File: config.mk
export PLATFORM = sky130hd
export DESIGN_NAME = karatsubaMultTop
export DESIGN_NICKNAME = d
export VERILOG_FILES = /design/src/rtl/koaPkg.sv /design/src/rtl/baseMult.sv /design/src/rtl/koaOuterProducts.sv /design/src/rtl/koaMiddleProduct.sv /design/src/rtl/koaCombine.sv /design/src/rtl/karatsubaMultTop.sv
export SDC_FILE = /design/constraint.sdc
export NUM_CORES = 2
export LEC_CHECK = 0
export BUFFER_PORTS_ARGS = -buffer_cell sky130_fd_sc_hd__buf_2
export CORE_MARGIN = 2
export CORE_UTILIZATION = 34
export DETAILED_ROUTE_END_ITERATION = 8
export PLACE_DENSITY = 0.54
export SETUP_SLACK_MARGIN = 0.02
export SLEW_MARGIN = 20
export SYNTH_ARGS = -nofsm -noshare
export SYNTH_HDL_FRONTEND = slang
export SYNTH_SLANG_ARGS = --single-unit
File: constraint.sdc
create_clock -name clk_i -period 7.95 [get_ports clk_i]
set_input_delay 0.795 -clock clk_i [delete_from_list [all_inputs] [get_ports clk_i]]
set_output_delay 0.795 -clock clk_i [all_outputs]
set_load 0.02 [all_outputs]
File: src/rtl/koaPkg.sv
// Karatsuba-Ofman multiplier shared definitions
// Operand widths and the structs passed between the pipeline blocks

`default_nettype none

package koaPkg;

    //======================================================================
    // Widths
    //======================================================================

    // Full operand width
    localparam int OP_WIDTH = 32;

    // One half of an operand, the leaf width for the outer products
    localparam int HALF_WIDTH = OP_WIDTH / 2;

    // Sum of two halves keeps the carry bit
    localparam int SUM_WIDTH = HALF_WIDTH + 1;

    //======================================================================
    // Pipeline payloads
    //======================================================================

    // Operand pair with its valid strobe
    typedef struct packed {
        logic                valid;
        logic [OP_WIDTH-1:0] a;
        logic [OP_WIDTH-1:0] b;
    } mulReqT;

    // High-by-high and low-by-low products
    typedef struct packed {
        logic                  valid;
        logic [2*HALF_WIDTH-1:0] hiProd;
        logic [2*HALF_WIDTH-1:0] loProd;
    } partialsT;

    // Product of the two half sums, no strobe of its own
    typedef logic [2*SUM_WIDTH-1:0] midProdT;

    // Final result with its valid strobe
    typedef struct packed {
        logic                  valid;
        logic [2*OP_WIDTH-1:0] prod;
    } mulRspT;

endpackage

`default_nettype wire

File: src/rtl/baseMult.sv
// Leaf multiplier of the Karatsuba recursion
// Registers the native product of two unsigned operands

`timescale 1ns/1ps
`default_nettype none

module baseMult #(
    parameter int Width = 16
) (
    input  logic               clk_i,
    input  logic               rstN_i,
    input  logic [Width-1:0]   a_i,
    input  logic [Width-1:0]   b_i,
    output logic [2*Width-1:0] prod_o
);

    // Native multiply, full double width
    logic [2*Width-1:0] prodNext;

    // Zero-extend both sides so the product is not truncated
    always_comb begin
        prodNext = {{Width{1'b0}}, a_i} * {{Width{1'b0}}, b_i};
    end

    // One register stage
    always_ff @(posedge clk_i or negedge rstN_i) begin
        if (!rstN_i) begin
            prod_o <= '0;
        end else begin
            prod_o <= prodNext;
        end
    end

    //======================================================================
    // Checks
    //======================================================================

    // Product stays known once out of reset
    // X here would mean an undriven operand upstream
    assert property (@(posedge clk_i) disable iff (!rstN_i)
        !$isunknown(prod_o))
        else $error("baseMult: product went unknown after reset");

endmodule

`default_nettype wire

File: src/rtl/koaOuterProducts.sv
// Outer products of the Karatsuba step
// Splits both operands into halves and forms high-by-high and low-by-low,
// carrying the valid strobe alongside the products

`timescale 1ns/1ps
`default_nettype none

module koaOuterProducts (
    input  logic              clk_i,
    input  logic              rstN_i,
    input  koaPkg::mulReqT    req_i,
    output koaPkg::partialsT  partials_o
);

    // Registered operand halves
    typedef struct packed {
        logic [koaPkg::HALF_WIDTH-1:0] aHi;
        logic [koaPkg::HALF_WIDTH-1:0] aLo;
        logic [koaPkg::HALF_WIDTH-1:0] bHi;
        logic [koaPkg::HALF_WIDTH-1:0] bLo;
    } halvesT;

    halvesT halvesQ;

    // Valid strobe, one flop per pipeline stage
    logic vldStage1Q;
    logic vldStage2Q;

    // Leaf outputs
    logic [2*koaPkg::HALF_WIDTH-1:0] hiProd;
    logic [2*koaPkg::HALF_WIDTH-1:0] loProd;

    //======================================================================
    // Stage 1, split and register
    //======================================================================

    always_ff @(posedge clk_i or negedge rstN_i) begin
        if (!rstN_i) begin
            halvesQ    <= '0;
            vldStage1Q <= 1'b0;
        end else begin
            // Upper half of each operand
            halvesQ.aHi <= req_i.a[koaPkg::OP_WIDTH-1 -: koaPkg::HALF_WIDTH];
            halvesQ.bHi <= req_i.b[koaPkg::OP_WIDTH-1 -: koaPkg::HALF_WIDTH];
            // Lower half
            halvesQ.aLo <= req_i.a[koaPkg::HALF_WIDTH-1:0];
            halvesQ.bLo <= req_i.b[koaPkg::HALF_WIDTH-1:0];
            vldStage1Q  <= req_i.valid;
        end
    end

    //======================================================================
    // Stage 2, leaf multipliers
    //======================================================================

    // High halves
    baseMult #(
        .Width(koaPkg::HALF_WIDTH)
    ) hiMult_i (
        .clk_i (clk_i),
        .rstN_i(rstN_i),
        .a_i   (halvesQ.aHi),
        .b_i   (halvesQ.bHi),
        .prod_o(hiProd)
    );

    // Low halves
    baseMult #(
        .Width(koaPkg::HALF_WIDTH)
    ) loMult_i (
        .clk_i (clk_i),
        .rstN_i(rstN_i),
        .a_i   (halvesQ.aLo),
        .b_i   (halvesQ.bLo),
        .prod_o(loProd)
    );

    // Valid follows the leaf register
    always_ff @(posedge clk_i or negedge rstN_i) begin
        if (!rstN_i) begin
            vldStage2Q <= 1'b0;
        end else begin
            vldStage2Q <= vldStage1Q;
        end
    end

    // Pack for the combine block
    assign partials_o.valid  = vldStage2Q;
    assign partials_o.hiProd = hiProd;
    assign partials_o.loProd = loProd;

endmodule

`default_nettype wire

File: src/rtl/koaMiddleProduct.sv
// Middle product of the Karatsuba step
// Pre-adds the halves of each operand and multiplies the two 17-bit sums

`timescale 1ns/1ps
`default_nettype none

module koaMiddleProduct (
    input  logic            clk_i,
    input  logic            rstN_i,
    input  koaPkg::mulReqT  req_i,
    output koaPkg::midProdT midProd_o
);

    // Half sums, carry kept in the top bit
    logic [koaPkg::SUM_WIDTH-1:0] sumA;
    logic [koaPkg::SUM_WIDTH-1:0] sumB;

    // Registered sums feeding the leaf
    logic [koaPkg::SUM_WIDTH-1:0] sumAQ;
    logic [koaPkg::SUM_WIDTH-1:0] sumBQ;

    //======================================================================
    // Stage 1, pre-add
    //======================================================================

    // Widen each half by one bit before adding
    always_comb begin
        sumA = {1'b0, req_i.a[koaPkg::OP_WIDTH-1 -: koaPkg::HALF_WIDTH]}
             + {1'b0, req_i.a[koaPkg::HALF_WIDTH-1:0]};
        sumB = {1'b0, req_i.b[koaPkg::OP_WIDTH-1 -: koaPkg::HALF_WIDTH]}
             + {1'b0, req_i.b[koaPkg::HALF_WIDTH-1:0]};
    end

    // Same depth as the outer halves register
    always_ff @(posedge clk_i or negedge rstN_i) begin
        if (!rstN_i) begin
            sumAQ <= '0;
            sumBQ <= '0;
        end else begin
            sumAQ <= sumA;
            sumBQ <= sumB;
        end
    end

    //======================================================================
    // Stage 2, leaf multiply
    //======================================================================

    // 17 by 17, 34-bit result
    baseMult #(
        .Width(koaPkg::SUM_WIDTH)
    ) midMult_i (
        .clk_i (clk_i),
        .rstN_i(rstN_i),
        .a_i   (sumAQ),
        .b_i   (sumBQ),
        .prod_o(midProd_o)
    );

endmodule

`default_nettype wire

File: src/rtl/koaCombine.sv
// Karatsuba combine step
// Removes the outer products from the middle product, aligns the three
// terms and registers the full 64-bit result with its valid strobe

`timescale 1ns/1ps
`default_nettype none

module koaCombine (
    input  logic             clk_i,
    input  logic             rstN_i,
    input  koaPkg::partialsT partials_i,
    input  koaPkg::midProdT  midProd_i,
    output koaPkg::mulRspT   rsp_o
);

    localparam int MidWidth = 2 * koaPkg::SUM_WIDTH;
    localparam int OutWidth = 2 * koaPkg::OP_WIDTH;

    // Outer products widened to the middle width
    logic [MidWidth-1:0] outerSum;

    // aHi*bLo + aLo*bHi
    logic [MidWidth-1:0] midTerm;

    // Middle term placed at bit 16 of the result
    logic [OutWidth-1:0] midAligned;

    // Unregistered result
    logic [OutWidth-1:0] prodNext;

    //======================================================================
    // Middle term
    //======================================================================

    always_comb begin
        outerSum = {{(MidWidth-2*koaPkg::HALF_WIDTH){1'b0}}, partials_i.hiProd}
                 + {{(MidWidth-2*koaPkg::HALF_WIDTH){1'b0}}, partials_i.loProd};
        // Never underflows for a real operand pair
        midTerm  = midProd_i - outerSum;
    end

    //======================================================================
    // Alignment and final add
    //======================================================================

    always_comb begin
        // Zero-extend, then shift up by one half
        midAligned = {{(OutWidth-MidWidth){1'b0}}, midTerm} << koaPkg::HALF_WIDTH;
        // High product sits at bit 32, low product at bit 0
        // so the two simply concatenate
        prodNext   = {partials_i.hiProd, partials_i.loProd} + midAligned;
    end

    // Output register, third pipeline stage
    always_ff @(posedge clk_i or negedge rstN_i) begin
        if (!rstN_i) begin
            rsp_o <= '0;
        end else begin
            rsp_o.valid <= partials_i.valid;
            rsp_o.prod  <= prodNext;
        end
    end

    //======================================================================
    // Checks
    //======================================================================

    // Middle product and outer products must come from the same pair
    // A slip between the two product blocks shows up here first
    assert property (@(posedge clk_i) disable iff (!rstN_i)
        partials_i.valid |-> (midProd_i >= outerSum))
        else $error("koaCombine: middle product below sum of outer products");

endmodule

`default_nettype wire

File: src/rtl/karatsubaMultTop.sv
// Pipelined 32x32 unsigned Karatsuba-Ofman multiplier
// One operand pair per cycle in, result three cycles later

`timescale 1ns/1ps
`default_nettype none

module karatsubaMultTop (
    input  logic            clk_i,
    input  logic            rstN_i,
    input  koaPkg::mulReqT  req_i,
    output koaPkg::mulRspT  rsp_o
);

    // Outer products and their valid strobe
    koaPkg::partialsT partials;

    // Middle product, aligned with partials by equal depth
    koaPkg::midProdT  midProd;

    //======================================================================
    // Product blocks, side by side
    //======================================================================

    koaOuterProducts koaOuterProducts_i (
        .clk_i     (clk_i),
        .rstN_i    (rstN_i),
        .req_i     (req_i),
        .partials_o(partials)
    );

    koaMiddleProduct koaMiddleProduct_i (
        .clk_i    (clk_i),
        .rstN_i   (rstN_i),
        .req_i    (req_i),
        .midProd_o(midProd)
    );

    //======================================================================
    // Combine
    //======================================================================

    koaCombine koaCombine_i (
        .clk_i     (clk_i),
        .rstN_i    (rstN_i),
        .partials_i(partials),
        .midProd_i (midProd),
        .rsp_o     (rsp_o)
    );

endmodule

`default_nettype wire

==> metrics <==
outcome finished, final reports clean; port buffer count approximately 130; Clock Skew around 0.023 ns; Fin. Hold Viols 0; Vias roughly 29000; synth top area cells fa_1 31%, dfrtp_1 17%, ha_1 14%, inv_1 7.3%, nand2_1 5.6%; initial antenna violation count 10; Post-synth top flop dfrtp_1; CP top delay family adder cells; Worst EP required between 8 and 9 ns; post-synthesis to final-layout area growth 8.774%; Netlist cell types 74; syn_area_per_cell 9.289 sq um; fin crit share 0.8494; Layout fillers between 10000 and 15000; area fraction of the dominant cell type after synthesis 0.3134; TNS Setup 0 ns; Post-synth EDFFs 0; worst min path class in -> async; Post-Route WL approximately 120000 um; slowest CP cell dfrtp_1; Die Ht 344.5 um; met2 Use GR 0.3170; CTS Buf Count 37; syn nets about 5400; CP Capture Type register; Gate Count Post-Synth between 4000 and 5000; first-pass GRT wire length approximately 180000 um; initial DRC count 1830; max_cap viols 0; DIE AREA about 120000 sq um; CTS tree done; synth warn 0; met1 Usage GRT 0.2895; crit path cell chain nand2_1, fa_1, inv_1, fa_1, inv_1, fa_1, fa_1, inv_1, fa_1, inv_1, fa_1, inv_1, ha_1, nand4_1, nor4_1, nor3_1, a21oi_1, o31ai_1, a21oi_1, nor4b_1, a211o_1; area of the core 114700 sq um; Tightest Pin Transition 0.9123 ns; DRT antenna net count 0; Worst Path Buf+Inv 5; Setup Crit Path Kind reg -> reg; Worst Path Arrival between 7 and 8 ns; Initial Util 0.3438; Max Clock Freq about 150 MHz; post-CTS sizing 0; Syn Std Cell Area around 40000 sq um; Congestion Overflow GR 0; CP dominant cell by count fa_1; Nets 5420; Synth Register Bits ~260; met3 GRT Util 0.02910; Hold-fix buffers, CTS 0; minimum clock period about 6.8 ns; GR peak layer met2; Tot GR Track Use 0.2019; Final Util 0.3739; CP Launch Type register; clock slew at reported path FFs 0.06 ns; # clock sinks 263; cell taking the most area after synthesis fa_1; Setup Buffers After CTS 0; register area share after synthesis 0.1670; FFs w/ async S/R, synth 1.000; DRC viols 0; die width around 340 um; clk buf depth 3; max incr delay on CP 0.79 ns; number of global-route vias before repair ~30000; Root Buffer clkbuf_16; wire length per cell a little under 20 um; largest net degree at the start of global routing ~150; Placement Rows around 120; # IOs 132; Setup-failing EPs final 0; clk_lat worst skew about 0.60 ns; RSZ-0062 raised after global routing no; routed vias/inst 4.929; TritonRoute pass-1 iters 5; layout cells sized above 1 0.05445; Max Slew Vio Count 0; htree depth 2; count leader, synth inv_1; most common library cells after synthesis 763 x inv_1, 617 x fa_1, 589 x nand2_1; HPWL after detailed placement between 90000 and 100000 um; gpl congestion approximately 0.88; worst rel slew slack 0.3918; highest net fanout along the worst path 16
==> worst register-to-register path: cells and delay by family, from the launching register on <==
family | cells | cell delay, ns
adder cells (fa/ha/maj) | 7 | 3.43
AND/OR/NAND/NOR | 5 | 1.03
flip-flops | 1 | 0.79
AO/OA/AOI/OAI | 4 | 1.15
buffers and inverters | 5 | 0.25
==> cells by family after synthesis <==
family / share of synthesized area
mux: 0.001016
fa+ha+maj: 0.4559
flops: 0.1670
xor+xnor: 0.04466
compound gates: 0.09872
buf+inv: 0.08536
simple gates: 0.1474
==> cells in the final DEF (no fill, tap or decap), drive strengths merged, types with 6 or more instances in the layout <==
master and instances:
a211o 8, a211oi 11, a21boi 11, a21o 118, a21oi 179, a31o 12, a31oi 23, and2 307
and3 28, buf 136, bufinv 6, clkbuf 47, clkinv 11, dfrtp 263, diode 7, fa 617
ha 449, inv 765, nand2 589, nand2b 22, nand3 43, nand4 21, nor2 122, nor2b 23
nor3 28, o211ai 12, o21a 16, o21ai 107, o21bai 31, o31ai 17, or2 8, xnor2 138
xor2 63
==> layer usage <==
layer,wire length (um),share of wire,up-vias
met2,51520,0.45,723
met3,6022,0.052,129
li1,-,-,13480
met1,54360,0.47,14430
met4,3390,0.029,8
met5,42,0.00036,-
==> area by class of cell <==
| cell class | count | area (sq um) | share of cell area |
|---|---|---|---|
| Clock buffer | 47 | 1066 | 0.02486 |
| Sequential cell | 263 | 6581 | 0.1535 |
| Timing Repair Buffer | 136 | 715.7 | 0.01669 |
| Clock inverter | 21 | 267.8 | 0.006245 |
| Tap cell | 1512 | 1892 | 0.04413 |
| Inverter | 763 | 2864 | 0.06680 |
| Antenna cell | 7 | 17.52 | 0.0004086 |
| Multi-Input combinational cell | 3086 | 29470 | 0.6874 |
==> worst paths after layout <==
check	from	to	slack, ns	cells after the start
max	koaOuterProducts_i.halvesQ[41]	koaOuterProducts_i.loMult_i.prod_o[20]	1.20	21
max reg2reg	koaOuterProducts_i.halvesQ[41]	koaOuterProducts_i.loMult_i.prod_o[20]	1.20	21
min in group clk_i	req_i[64]	koaOuterProducts_i.vldStage1Q	0.31	1
max in group asynchronous	rstN_i	koaOuterProducts_i.halvesQ[60]	6.32	2
min	rstN_i	koaCombine_i.rsp_o[6]	0.24	1
min reg2reg	koaOuterProducts_i.vldStage2Q	koaCombine_i.rsp_o[64]	0.35	0
==> per-stage QoR <==
stage / cell area (sq um) / cells / worst slack, ns / hold slack, ns
finish: 42870 / 5835 / 1.198 / 0.2449
global route: 42860 / 5829 / 0.8774 / 0.2836
CTS: 42860 / 5828 / 1.244 / 0.2724
detailed placement: 41520 / 5760 / 1.282 / 0.3393
global placement: 41520 / 5760 / 1.442 / 0.3318
floorplan: 39420 / 4243 / 1.832 / 0.3312
==> sequential cells by signal (all words and copies together) (netlist names) <==
name,count
koaOuterProducts_i.vldStage2Q,1
koaCombine_i.rsp_o,65
koaOuterProducts_i.vldStage1Q,1
koaOuterProducts_i.hiMult_i.prod_o,32
koaOuterProducts_i.loMult_i.prod_o,32
koaOuterProducts_i.halvesQ,64
koaMiddleProduct_i.sumBQ,17
koaMiddleProduct_i.sumAQ,17
koaMiddleProduct_i.midMult_i.prod_o,34
Power is left out: the tool's default activity adds up to more than one toggle a clock period on the data nets, which glitch-free logic cannot reach.
